==> config.mk <==
export PLATFORM = sky130hd
export DESIGN_NAME = wb2sdrc
export DESIGN_NICKNAME = d
export VERILOG_FILES = /design/src/sdr_cmd_pkg.sv /design/src/sdr_data_pkg.sv /design/src/fifo_if.sv /design/src/sync_fifo.sv /design/src/wb_slave_ctrl.sv /design/src/wb2sdrc.sv
export VERILOG_INCLUDE_DIRS = /design/src
export SDC_FILE = /design/constraint.sdc
export NUM_CORES = 1
export LEC_CHECK = 0
export BUFFER_PORTS_ARGS = -buffer_cell sky130_fd_sc_hd__buf_4
export CORE_UTILIZATION = 63
export DETAILED_ROUTE_END_ITERATION = 7
export PLACE_DENSITY = 0.81
export SLEW_MARGIN = 20
export SYNTH_ARGS = -nofsm -noshare
export SYNTH_HDL_FRONTEND = slang
export SYNTH_SLANG_ARGS = --single-unit
==> constraint.sdc <==
create_clock -name sdram_clk -period 9.15 [get_ports sdram_clk]
set_clock_uncertainty 0.2 [all_clocks]
set_input_delay 1.83 -clock sdram_clk [delete_from_list [all_inputs] [get_ports sdram_clk]]
set_output_delay 1.83 -clock sdram_clk [all_outputs]
set_load 0.005 [all_outputs]
==> src/wb2sdrc_config.svh <==
`ifndef WB2SDRC_CONFIG_SVH
`define WB2SDRC_CONFIG_SVH

// --------------------------------------------------------------------------
// Bridge sizing
// --------------------------------------------------------------------------

// Wishbone and SDRAM data width, multiple of 8
`define WB2SDRC_DW 32

// Application address width seen by the controller
`define WB2SDRC_AW 26

// Entries per FIFO
`define WB2SDRC_CMD_DEPTH 4
`define WB2SDRC_WRDATA_DEPTH 8
`define WB2SDRC_RDDATA_DEPTH 4

`endif

==> src/sdr_cmd_pkg.sv <==
`include "wb2sdrc_config.svh"

// --------------------------------------------------------------------------
// Request side of the SDRAM controller
// --------------------------------------------------------------------------

package sdr_cmd_pkg;

	// One request as queued in the command FIFO
	// Always a single transfer, so no length field
	typedef struct packed {
		// 0 for write, 1 for read
		logic                   wr_n;
		// Word address in the controller's space
		logic [`WB2SDRC_AW-1:0] addr;
	} sdr_cmd_t;

endpackage

==> src/sdr_data_pkg.sv <==
`include "wb2sdrc_config.svh"

// --------------------------------------------------------------------------
// Data beats between the bridge and the SDRAM controller
// --------------------------------------------------------------------------

package sdr_data_pkg;

	// Write beat, byte mask kept next to the data
	typedef struct packed {
		// Active low, one bit per byte lane
		logic [`WB2SDRC_DW/8-1:0] wr_en_n;
		logic [`WB2SDRC_DW-1:0]   data;
	} wr_beat_t;

	// Read beat returned by the controller
	// End-of-burst marker not carried, every read is one word
	typedef struct packed {
		logic [`WB2SDRC_DW-1:0] data;
	} rd_beat_t;

endpackage

==> src/fifo_if.sv <==
`timescale 1ns/1ps

// Push/pop bundle around one FIFO
// Payload type set per instance
interface fifo_if #(
	parameter type payload_t = logic
);

	// Write side
	logic     push;
	payload_t push_data;
	logic     full;

	// Read side, head entry shown without a pop
	logic     pop;
	payload_t pop_data;
	logic     empty;

	// Block that fills the FIFO
	modport producer (
		output push,
		output push_data,
		input  full
	);

	// The FIFO itself
	modport storage (
		input  push,
		input  push_data,
		output full,
		input  pop,
		output pop_data,
		output empty
	);

	// Block that drains the FIFO
	modport consumer (
		output pop,
		input  pop_data,
		input  empty
	);

endinterface

==> src/sync_fifo.sv <==
`timescale 1ns/1ps

// First-word-fall-through FIFO, single clock
// Callers never push when full or pop when empty
module sync_fifo #(
	parameter type payload_t = logic,
	parameter int  DEPTH     = 4
) (
	input  logic     sdram_clk,
	input  logic     wb_clk_i,
	fifo_if.storage  q
);

	// Pointer wide enough for DEPTH entries, count for 0..DEPTH
	localparam int PTR_W = (DEPTH > 1) ? $clog2(DEPTH) : 1;
	localparam int CNT_W = $clog2(DEPTH + 1);

	payload_t           mem [DEPTH];
	logic [PTR_W-1:0]   wr_ptr;
	logic [PTR_W-1:0]   rd_ptr;
	logic [CNT_W-1:0]   count;

	// Wrap at DEPTH, so depth need not be a power of two
	function automatic logic [PTR_W-1:0] ptr_inc(input logic [PTR_W-1:0] ptr);
		if (ptr == PTR_W'(DEPTH - 1))
			return '0;
		return ptr + 1'b1;
	endfunction

	// ----------------------------------------------------------------------------
	// Storage
	// ----------------------------------------------------------------------------

	// Entry lands at the edge, visible at the head next cycle
	always_ff @(posedge sdram_clk) begin
		if (q.push)
			mem[wr_ptr] <= q.push_data;
	end

	// Head entry presented without waiting for a pop
	assign q.pop_data = mem[rd_ptr];

	// ----------------------------------------------------------------------------
	// Pointers and occupancy
	// ----------------------------------------------------------------------------

	always_ff @(posedge sdram_clk or posedge wb_clk_i) begin
		if (wb_clk_i) begin
			wr_ptr <= '0;
			rd_ptr <= '0;
			count  <= '0;
		end else begin
			if (q.push)
				wr_ptr <= ptr_inc(wr_ptr);
			if (q.pop)
				rd_ptr <= ptr_inc(rd_ptr);
			// Simultaneous push and pop leaves count alone
			case ({q.push, q.pop})
				2'b10:   count <= count + 1'b1;
				2'b01:   count <= count - 1'b1;
				default: count <= count;
			endcase
		end
	end

	// Flags straight from the count
	assign q.empty = (count == '0);
	assign q.full  = (count == CNT_W'(DEPTH));

endmodule

==> src/wb_slave_ctrl.sv <==
`timescale 1ns/1ps
`include "wb2sdrc_config.svh"

// Wishbone slave side of the bridge
// Turns bus cycles into command and write-data pushes, drains read data
module wb_slave_ctrl
	import sdr_cmd_pkg::*;
	import sdr_data_pkg::*;
(
	input  logic                     sdram_clk,
	input  logic                     wb_clk_i,

	// Wishbone slave
	input  logic                     wb_stb_i,
	input  logic                     wb_cyc_i,
	input  logic                     wb_we_i,
	input  logic [`WB2SDRC_AW-1:0]   wb_addr_i,
	input  logic [`WB2SDRC_DW-1:0]   wb_dat_i,
	input  logic [`WB2SDRC_DW/8-1:0] wb_sel_i,
	output logic                     wb_ack_o,
	output logic [`WB2SDRC_DW-1:0]   wb_dat_o,

	// FIFO sides
	fifo_if.producer                 cmd_q,
	fifo_if.producer                 wrdata_q,
	fifo_if.consumer                 rddata_q
);

	logic     wr_req;
	logic     rd_req;
	logic     rd_cmd_push;
	logic     pending_read;
	sdr_cmd_t cmd_word;
	wr_beat_t wr_beat;
	rd_beat_t rd_beat;

	// Active bus cycle split by direction
	assign wr_req = wb_stb_i & wb_cyc_i & wb_we_i;
	assign rd_req = wb_stb_i & wb_cyc_i & ~wb_we_i;

	// ----------------------------------------------------------------------------
	// Acknowledge
	// ----------------------------------------------------------------------------

	// Write: room for both command and data
	// Read: returned data already waiting
	always_comb begin
		if (wr_req)
			wb_ack_o = ~cmd_q.full & ~wrdata_q.full;
		else if (rd_req)
			wb_ack_o = ~rddata_q.empty;
		else
			wb_ack_o = 1'b0;
	end

	// ----------------------------------------------------------------------------
	// Command push
	// ----------------------------------------------------------------------------

	// Only one read command per held strobe
	assign rd_cmd_push = rd_req & ~cmd_q.full & ~pending_read;

	assign cmd_word.wr_n = ~wb_we_i;
	assign cmd_word.addr = wb_addr_i;

	assign cmd_q.push      = (wr_req & wb_ack_o) | rd_cmd_push;
	assign cmd_q.push_data = cmd_word;

	// Set once the read command is queued, cleared by the read ack
	always_ff @(posedge sdram_clk or posedge wb_clk_i) begin
		if (wb_clk_i)
			pending_read <= 1'b0;
		else if (rd_cmd_push)
			pending_read <= 1'b1;
		else if (rd_req & wb_ack_o)
			pending_read <= 1'b0;
	end

	// ----------------------------------------------------------------------------
	// Write data and read data
	// ----------------------------------------------------------------------------

	// Controller wants active-low byte enables
	assign wr_beat.wr_en_n = ~wb_sel_i;
	assign wr_beat.data    = wb_dat_i;

	// Ack already covers the full check
	assign wrdata_q.push      = wr_req & wb_ack_o;
	assign wrdata_q.push_data = wr_beat;

	// Head of the read FIFO goes out with the ack, then is dropped
	assign rd_beat      = rddata_q.pop_data;
	assign wb_dat_o     = rd_beat.data;
	assign rddata_q.pop = rd_req & wb_ack_o;

endmodule

==> src/wb2sdrc.sv <==
`timescale 1ns/1ps
`include "wb2sdrc_config.svh"

// Wishbone slave to SDRAM controller request bridge
// Single clock, three FIFOs between the bus and the controller
module wb2sdrc
	import sdr_cmd_pkg::*;
	import sdr_data_pkg::*;
(
	input  logic                     sdram_clk,
	// Asynchronous reset, active high
	input  logic                     wb_clk_i,

	// ------------------------------------------------------------------------
	// Wishbone slave
	// ------------------------------------------------------------------------
	input  logic                     wb_stb_i,
	input  logic                     wb_cyc_i,
	// 1 write, 0 read
	input  logic                     wb_we_i,
	input  logic [`WB2SDRC_AW-1:0]   wb_addr_i,
	input  logic [`WB2SDRC_DW-1:0]   wb_dat_i,
	// Byte selects
	input  logic [`WB2SDRC_DW/8-1:0] wb_sel_i,
	output logic                     wb_ack_o,
	output logic [`WB2SDRC_DW-1:0]   wb_dat_o,

	// ------------------------------------------------------------------------
	// SDRAM controller requests
	// ------------------------------------------------------------------------
	output logic                     sdr_req_o,
	output logic [`WB2SDRC_AW-1:0]   sdr_req_addr_o,
	// 0 write, 1 read
	output logic                     sdr_req_wr_n_o,
	input  logic                     sdr_req_ack_i,

	// Write path, byte enables active low
	output logic [`WB2SDRC_DW/8-1:0] sdr_wr_en_n_o,
	output logic [`WB2SDRC_DW-1:0]   sdr_wr_data_o,
	input  logic                     sdr_wr_next_i,

	// Read path
	input  logic                     sdr_rd_valid_i,
	input  logic [`WB2SDRC_DW-1:0]   sdr_rd_data_i
);

	// One bundle per FIFO
	fifo_if #(.payload_t(sdr_cmd_t)) cmd_q ();
	fifo_if #(.payload_t(wr_beat_t)) wrdata_q ();
	fifo_if #(.payload_t(rd_beat_t)) rddata_q ();

	sdr_cmd_t cmd_head;
	wr_beat_t wr_head;
	rd_beat_t rd_in;

	// ------------------------------------------------------------------------
	// Bus side control
	// ------------------------------------------------------------------------

	wb_slave_ctrl u_slave_ctrl (
		.sdram_clk (sdram_clk),
		.wb_clk_i  (wb_clk_i),
		.wb_stb_i  (wb_stb_i),
		.wb_cyc_i  (wb_cyc_i),
		.wb_we_i   (wb_we_i),
		.wb_addr_i (wb_addr_i),
		.wb_dat_i  (wb_dat_i),
		.wb_sel_i  (wb_sel_i),
		.wb_ack_o  (wb_ack_o),
		.wb_dat_o  (wb_dat_o),
		.cmd_q     (cmd_q.producer),
		.wrdata_q  (wrdata_q.producer),
		.rddata_q  (rddata_q.consumer)
	);

	// ------------------------------------------------------------------------
	// Command FIFO
	// ------------------------------------------------------------------------

	sync_fifo #(
		.payload_t (sdr_cmd_t),
		.DEPTH     (`WB2SDRC_CMD_DEPTH)
	) u_cmdfifo (
		.sdram_clk (sdram_clk),
		.wb_clk_i  (wb_clk_i),
		.q         (cmd_q.storage)
	);

	// Request held while anything is queued, ack drops the head
	assign cmd_q.pop      = sdr_req_ack_i;
	assign sdr_req_o      = ~cmd_q.empty;
	assign cmd_head       = cmd_q.pop_data;
	assign sdr_req_addr_o = cmd_head.addr;
	assign sdr_req_wr_n_o = cmd_head.wr_n;

	// ------------------------------------------------------------------------
	// Write data FIFO
	// ------------------------------------------------------------------------

	sync_fifo #(
		.payload_t (wr_beat_t),
		.DEPTH     (`WB2SDRC_WRDATA_DEPTH)
	) u_wrdatafifo (
		.sdram_clk (sdram_clk),
		.wb_clk_i  (wb_clk_i),
		.q         (wrdata_q.storage)
	);

	// Controller takes the head beat and asks for the next
	assign wrdata_q.pop  = sdr_wr_next_i;
	assign wr_head       = wrdata_q.pop_data;
	assign sdr_wr_en_n_o = wr_head.wr_en_n;
	assign sdr_wr_data_o = wr_head.data;

	// ------------------------------------------------------------------------
	// Read data FIFO
	// ------------------------------------------------------------------------

	// One beat per read valid strobe
	assign rd_in.data         = sdr_rd_data_i;
	assign rddata_q.push      = sdr_rd_valid_i;
	assign rddata_q.push_data = rd_in;

	sync_fifo #(
		.payload_t (rd_beat_t),
		.DEPTH     (`WB2SDRC_RDDATA_DEPTH)
	) u_rddatafifo (
		.sdram_clk (sdram_clk),
		.wb_clk_i  (wb_clk_i),
		.q         (rddata_q.storage)
	);

endmodule

==> results.py, run 1 <==
metrics = {
    "logic_synthesis": {
        "yosys.area.top_type_share": 0.7480,
        "yosys-top-cells-area": "edfxtp_1 (75%), mux4_2 (7.8%), mux4_1 (7.2%), dfrtp_1 (3.0%), mux2_2 (2.4%)",
        "post-synth-top-count-cell": "edfxtp_1",
        "netlist_area_um2": 21040,
        "yosysSeqAreaShare": 0.7778,
        "synth_ff_type": "edfxtp_1",
        "yosys_warnings": 0,
        "synthDistinctLibCells": 36,
        "yosys.area.top_type": "edfxtp_1",
        "synth_edf_count": 524,
        "synth-async-reset-ratio": 0.04554,
        "ys_ff_latch": 549,
        "syn_inst": 871,
        "synth_nets": 994,
        "syn_avg_cell_area_um2": 24.15,
        "synthTopCellsByCount": "edfxtp_1 (524), mux4_2 (73), mux4_1 (58), mux2_2 (44), dfrtp_1 (25)",
    },
    "worst_setup_path": {
        "cp-startpoint": "u_wrdatafifo.rd_ptr[0]",
        "cp_max_fo": 46,
        "worstPathArrival_ps": 3160,
        "critical_path_class": "reg2out",
        "startpoint_type": "flip-flop",
        "reg2reg_to": "u_wrdatafifo.mem[5][15]",
        "reg2reg_slack_ps": 6000,
        "r2r_cells": 5,
        "r2r-start": "u_cmdfifo.count[1]",
        "worstPathRequired_ps": 7120,
        "crit_path_end_kind": "output port",
        "critPathCapture": "sdr_wr_en_n_o[2]",
    },
    "timing": {
        "maxClockFrequency_ghz": 0.1928,
        "period_share": 0.5669,
        "tightest_slew_ps": 1153,
        "fin_tns_setup_ps": 0,
        "postLayoutSetupSlackWorst_ps": 3963,
        "period_minus_slack_ps": 5187,
        "finalHoldViolCount": 0,
        "fin_hold_ws_ps": 260.4,
        "slew_viol_final": 0,
        "rsz0062_at_grt": "false",
        "max-slew-margin-rel": 0.2312,
        "setup_viol": 0,
    },
    "min_path": {
        "hold_class": "reg2reg",
        "hold-path-cell-count": 1,
    },
    "power": {
        "power_density_nw_per_um2": 274.3,
        "p_seq_frac": 0.472,
        "total_power_w": 0.006772,
        "sw_frac_of_total": 0.2528,
        "power.net_switching_w": 0.001712,
        "intPower_w": 0.005061,
        "p_comb_frac": 0.229,
        "ir_drop_uv": 210.2,
        "pwr-share-clk": 0.299,
        "p_leak_nw": 8.532,
    },
    "clock_network": {
        "postCtsSetupBuffers": 0,
        "cts_tree": "yes",
        "clkLatencyLatePin_ps": 550,
        "cts_buffers": 52,
        "ctsResizeCount": 0,
        "clkTransAtPathRegs_ps": 60,
        "h-tree-depth": 2,
        "clock_sinks": 549,
        "clockBufferDepth": 3,
        "clock-root-buffer": "clkbuf_16",
        "hold_buffers": 0,
    },
    "global_routing": {
        "first_global_vias": 9830,
        "grt_overflow": 0,
        "grt_usage": 0.2285,
        "grt_max_degree": 49,
        "grt_pass1_wl_mm": 56.76,
        "antenna_found_initial": 1,
    },
    "flow_run": {
        "drv_cap": 0,
    },
    "status": {
        "status": "finished, final reports clean",
    },
    "floorplanning": {
        "dieArea_um2": 34120,
        "io_pins": 199,
        "core_area_um2": 32700,
        "die_w_um": 184.7,
        "row_count": 66,
        "die_h_um": 184.7,
        "initial_utilization": 0.6433,
    },
    "routing": {
        "ant_nets": 0,
        "viasPerCell": 5.938,
        "drt-pass1-iter-count": 5,
        "wl_per_cell_um": 23.74,
        "drc": 0,
        "num_vias": 9453,
        "wl_mm": 37.79,
        "drt-initial-drc-count": 628,
    },
    "placed_design": {
        "place_ws_ps": 4172,
        "gp_congestion": 0.7211,
        "port-buffer-count": 198,
        "dp_hpwl_mm": 20.89,
    },
    "finish": {
        "utilization": 0.7549,
        "drive_above_1_share": 0.3612,
        "area_growth_pct": 17.36,
        "nets": 1232,
        "num-fill-cells": 1782,
    },
}
[power groups by stage]
| stage | clock network, W | registers, W | logic (W) |
|---|---|---|---|
| global placement | 0 | 0.00324 | 0.00153 |
| floorplan | 0 | 0.00312 | 0.000995 |
| detailed placement | 0 | 0.00325 | 0.00156 |
| CTS | 0.00206 | 0.00320 | 0.00158 |
| global route | 0.00216 | 0.00323 | 0.00168 |
| finish | 0.00202 | 0.00320 | 0.00155 |
[area by class of cell]
type / count / area (um2) / share of cell area
clock buffers: 64 / 1368 / 0.05540
inverters: 20 / 75.07 / 0.003041
diodes: 1 / 2.502 / 0.0001014
clock inverters: 30 / 237.7 / 0.009630
repair buffers: 219 / 1644 / 0.06660
well taps: 442 / 553.0 / 0.02240
multi-input cells: 267 / 4438 / 0.1798
flip-flops and latches: 549 / 16370 / 0.6631
[placed cells by master, fill, tap and decap left out, types with 2 or more instances in the layout]
cell type / Yosys / layout
nor3_1: 4 / 2
nor3b_2: 0 / 2
clkinvlp_4: 0 / 2
clkbuf_16: 0 / 53
dfrtp_1: 25 / 20
nand2b_1: 2 / 2
or3_1: 3 / 3
mux2_2: 44 / 44
fa_1: 2 / 2
mux2i_1: 4 / 4
nor2_1: 8 / 7
inv_1: 20 / 19
clkbuf_1: 7 / 11
dfrtp_2: 0 / 4
bufinv_16: 0 / 4
ha_1: 19 / 19
xnor2_1: 3 / 3
mux4_1: 58 / 58
mux4_2: 73 / 73
o21ai_0: 4 / 4
a21oi_1: 2 / 2
nor4b_2: 0 / 2
buf_4: 1 / 219
and2_1: 8 / 8
clkinv_1: 0 / 18
nor3_2: 0 / 2
xor2_1: 8 / 8
edfxtp_1: 524 / 524
nand2_1: 9 / 9
clkinv_2: 0 / 6
[through the flow]
stage               cell area (um2)  instances
floorplan                     21040        871
global placement              23080       1497
detailed placement            23080       1497
CTS                           24680       1591
global route                  24680       1591
finish                        24690       1592
[metal layers]
metal	vias up	wire length, um	share of wire	global-route usage
met4	0	675	0.018	0.05785
met5	-	0	0	0
met1	4929	15740	0.42	0.3204
met3	58	2728	0.072	0.05967
met2	290	18640	0.49	0.3647
li1	4176	-	-	-
[how the worst min path moves through the flow]
stage                                      from                     to  slack, ps
final                     u_wrdatafifo.count[3]  u_wrdatafifo.count[3]        260
after global routing      u_wrdatafifo.count[3]  u_wrdatafifo.count[3]        280
after CTS                 u_wrdatafifo.count[3]  u_wrdatafifo.count[3]        260
after detailed placement  u_wrdatafifo.count[3]  u_wrdatafifo.count[3]        250
after global placement    u_wrdatafifo.count[3]  u_wrdatafifo.count[3]        250
after floorplan           u_wrdatafifo.count[3]  u_wrdatafifo.count[3]        230
[state kept, by name, summed over array words and instances, names as in the netlist, 3 cells and up]
| signal | count |
|---|---|
| u_wrdatafifo.count | 4 |
| u_cmdfifo.count | 3 |
| u_rddatafifo.mem | 128 |
| u_wrdatafifo.mem | 288 |
| u_wrdatafifo.rd_ptr | 3 |
| u_rddatafifo.count | 3 |
| u_cmdfifo.mem | 108 |
| u_wrdatafifo.wr_ptr | 3 |
[cells by family (layout without fill, tap and decap cells)]
| logic type | after synthesis | after routing | synth area share |
|---|---|---|---|
| buffers and inverters | 55 | 333 | 0.01344 |
| AO/OA/AOI/OAI | 11 | 11 | 0.003153 |
| XOR/XNOR | 11 | 11 | 0.004580 |
| multiplexers | 179 | 179 | 0.1761 |
| AND/OR/NAND/NOR | 45 | 45 | 0.01178 |
| flip-flops | 549 | 549 | 0.7778 |
| other | 0 | 1 | 0 |
| adder cells (fa/ha/maj) | 21 | 21 | 0.01321 |
[critical path, cell delays in order, from the launching register on]
cell and delay [ps]:
dfrtp_4 740, buf_4 700, mux4_1 660, mux2_2 310, buf_4 140
Power figures use the tool's default switching activity.
==> inputs of run 2 (changes only) <==
- CORE_UTILIZATION: 63 -> 53
- PLACE_DENSITY: 0.81 -> 0.72
- clock period: 9.15 -> 4.6 ns (I/O delays scaled with it)
==> run 2 against run 1 <==
  * Sequential power is 99% higher
  * Clock-buffer cell count is 5 higher
  * Design area is 0.99% higher
  * Clock power is 100% higher
  * Setup slack worse by 3300 ps
  * Critical path depth stayed put
  * Via count is 0.58% lower
  * Total power is 100% higher
  * Final cell count is 5.4% higher
==> results.py, run 2 (synthesis results as in run 1) <==
metrics = {
    "status": {
        "status": "finished, final reports clean",
    },
    "placed_design": {
        "dp_hpwl_mm": 21.73,
        "port-buffer-count": 198,
        "gp_congestion": 0.7053,
    },
    "floorplanning": {
        "core_area_um2": 38920,
        "dieArea_um2": 40490,
        "row_count": 72,
        "initial_utilization": 0.5405,
        "die_h_um": 201.2,
        "die_w_um": 201.2,
        "io_pins": 199,
    },
    "clock_network": {
        "clkLatencyLatePin_ps": 590,
        "hold_buffers": 0,
        "clkTransAtPathRegs_ps": 60,
        "cts_tree": "yes",
        "cts_buffers": 55,
        "clock_sinks": 549,
        "h-tree-depth": 2,
        "clock-root-buffer": "clkbuf_16",
        "ctsResizeCount": 0,
        "clockBufferDepth": 3,
        "postCtsSetupBuffers": 0,
    },
    "routing": {
        "drt-initial-drc-count": 583,
        "viasPerCell": 5.601,
        "wl_per_cell_um": 22.27,
        "num_vias": 9398,
        "drc": 0,
        "ant_nets": 0,
        "wl_mm": 37.36,
        "drt-pass1-iter-count": 4,
    },
    "global_routing": {
        "antenna_found_initial": 2,
        "grt_max_degree": 37,
        "first_global_vias": 10060,
        "grt_usage": 0.1916,
        "grt_overflow": 0,
        "grt_pass1_wl_mm": 57.96,
    },
    "finish": {
        "drive_above_1_share": 0.3733,
        "area_growth_pct": 18.52,
        "reg_top3": "u_wrdatafifo.mem (288), u_rddatafifo.mem (128), u_cmdfifo.mem (108)",
        "mostFrequentLayoutCell": "edfxtp_1",
        "num-fill-cells": 2585,
        "num_antenna_cells": 0,
        "largest_register_ff_count": 288,
        "regMostFlops": "u_wrdatafifo.mem",
        "nets": 1240,
        "final_cell_mix": "edfxtp_1 (524), buf_4 (223), mux4_2 (73)",
    },
    "worst_setup_path": {
        "crit_path_end_kind": "output port",
        "slowest_stage": "dfrtp_4",
        "reg2reg_slack_ps": 1780,
        "worstPathRequired_ps": 3480,
        "cp_max_fo": 31,
        "path_delay_family": "multiplexers",
        "worst-path-buf-inv": 2,
        "worstPathArrival_ps": 2860,
        "startpoint_type": "flip-flop",
        "critical_path_class": "reg2out",
        "slowest_delay_ps": 770,
        "crit_path_frequent_cell": "buf_4",
        "path_cells": "buf_4 -> mux4_1 -> mux2_2 -> buf_4",
    },
    "timing": {
        "tightest_slew_ps": 978.8,
        "rsz0062_at_grt": "false",
        "maxClockFrequency_ghz": 0.2513,
        "period_minus_slack_ps": 3980,
        "finalHoldViolCount": 0,
        "setup_viol": 0,
        "period_share": 0.8652,
        "fin_hold_ws_ps": 227.7,
        "fin_tns_setup_ps": 0,
        "slew_viol_final": 0,
        "max-slew-margin-rel": 0.3474,
    },
    "power": {
        "p_leak_nw": 8.613,
        "ir_drop_uv": 370.2,
        "power_density_nw_per_um2": 544.3,
    },
    "flow_run": {
        "drv_cap": 0,
    },
    "min_path": {
        "hold_class": "in2async",
    },
}
-- run 2: changes by cell type in the layout (fill, tap and decap cells not counted), moves of 3 or more --
cell | previous run | this run
clkinv_2 | 6 | 13
buf_4 | 219 | 223
clkinv_1 | 18 | 10
bufinv_16 | 4 | 1
clkbuf_16 | 53 | 57
clkinvlp_4 | 2 | 7
-- run 2: worst paths after layout --
check / start / to / depth (start not counted)
min: wb_clk_i / u_slave_ctrl.pending_read / 2
max in group asynchronous: wb_clk_i / u_wrdatafifo.rd_ptr[0] / 2
max reg2reg: u_wrdatafifo.count[0] / u_wrdatafifo.count[2] / 10
min reg2reg: u_wrdatafifo.count[3] / u_wrdatafifo.count[3] / 1
min in group sdram_clk: u_wrdatafifo.count[3] / u_wrdatafifo.count[3] / 1
max: u_wrdatafifo.rd_ptr[0] / sdr_wr_data_o[29] / 4
-- run 2: where the power goes --
group          total [W]  switching [W]  internal (W)
Sequential       0.00636       0.000385       0.00597
Clock            0.00408        0.00177       0.00231
Combinational    0.00313        0.00134       0.00179
-- run 2: per-layer routing --
layer	GRT usage	share of wire	up-vias
li1	-	-	4195
met1	0.2603	0.44	4914
met5	0	0.00072	-
met4	0.06115	0.020	4
met2	0.3045	0.48	227
met3	0.05329	0.065	58
-- run 2: metrics by stage --
| stage | std cells | cell area (um2) | total power [W] | util | worst slack, ps |
|---|---|---|---|---|---|
| final | 1678 | 24930 | 0.01357 | 0.6406 | 620.2 |
| after floorplan | 871 | 21070 | 0.008191 | - | 3.786 |
| after detailed placement | 1578 | 23270 | 0.009663 | 0.5979 | 1207 |
| after global routing | 1678 | 24930 | 0.01419 | 0.6406 | 483.1 |
| after global placement | 1578 | 23270 | 0.009608 | 0.5979 | 1208 |
| after CTS | 1678 | 24930 | 0.01375 | 0.6406 | 556.8 |
-- run 2: layout make-up --
type	count	area, um2	area share
Clock buffer	69	1471	0.05902
Clock inverter	31	190.2	0.007628
Inverter	20	75.07	0.003011
Multi-Input combinational cell	267	4483	0.1798
Sequential cell	549	16370	0.6566
Tap cell	518	648.1	0.02600
Timing Repair Buffer	224	1694	0.06795
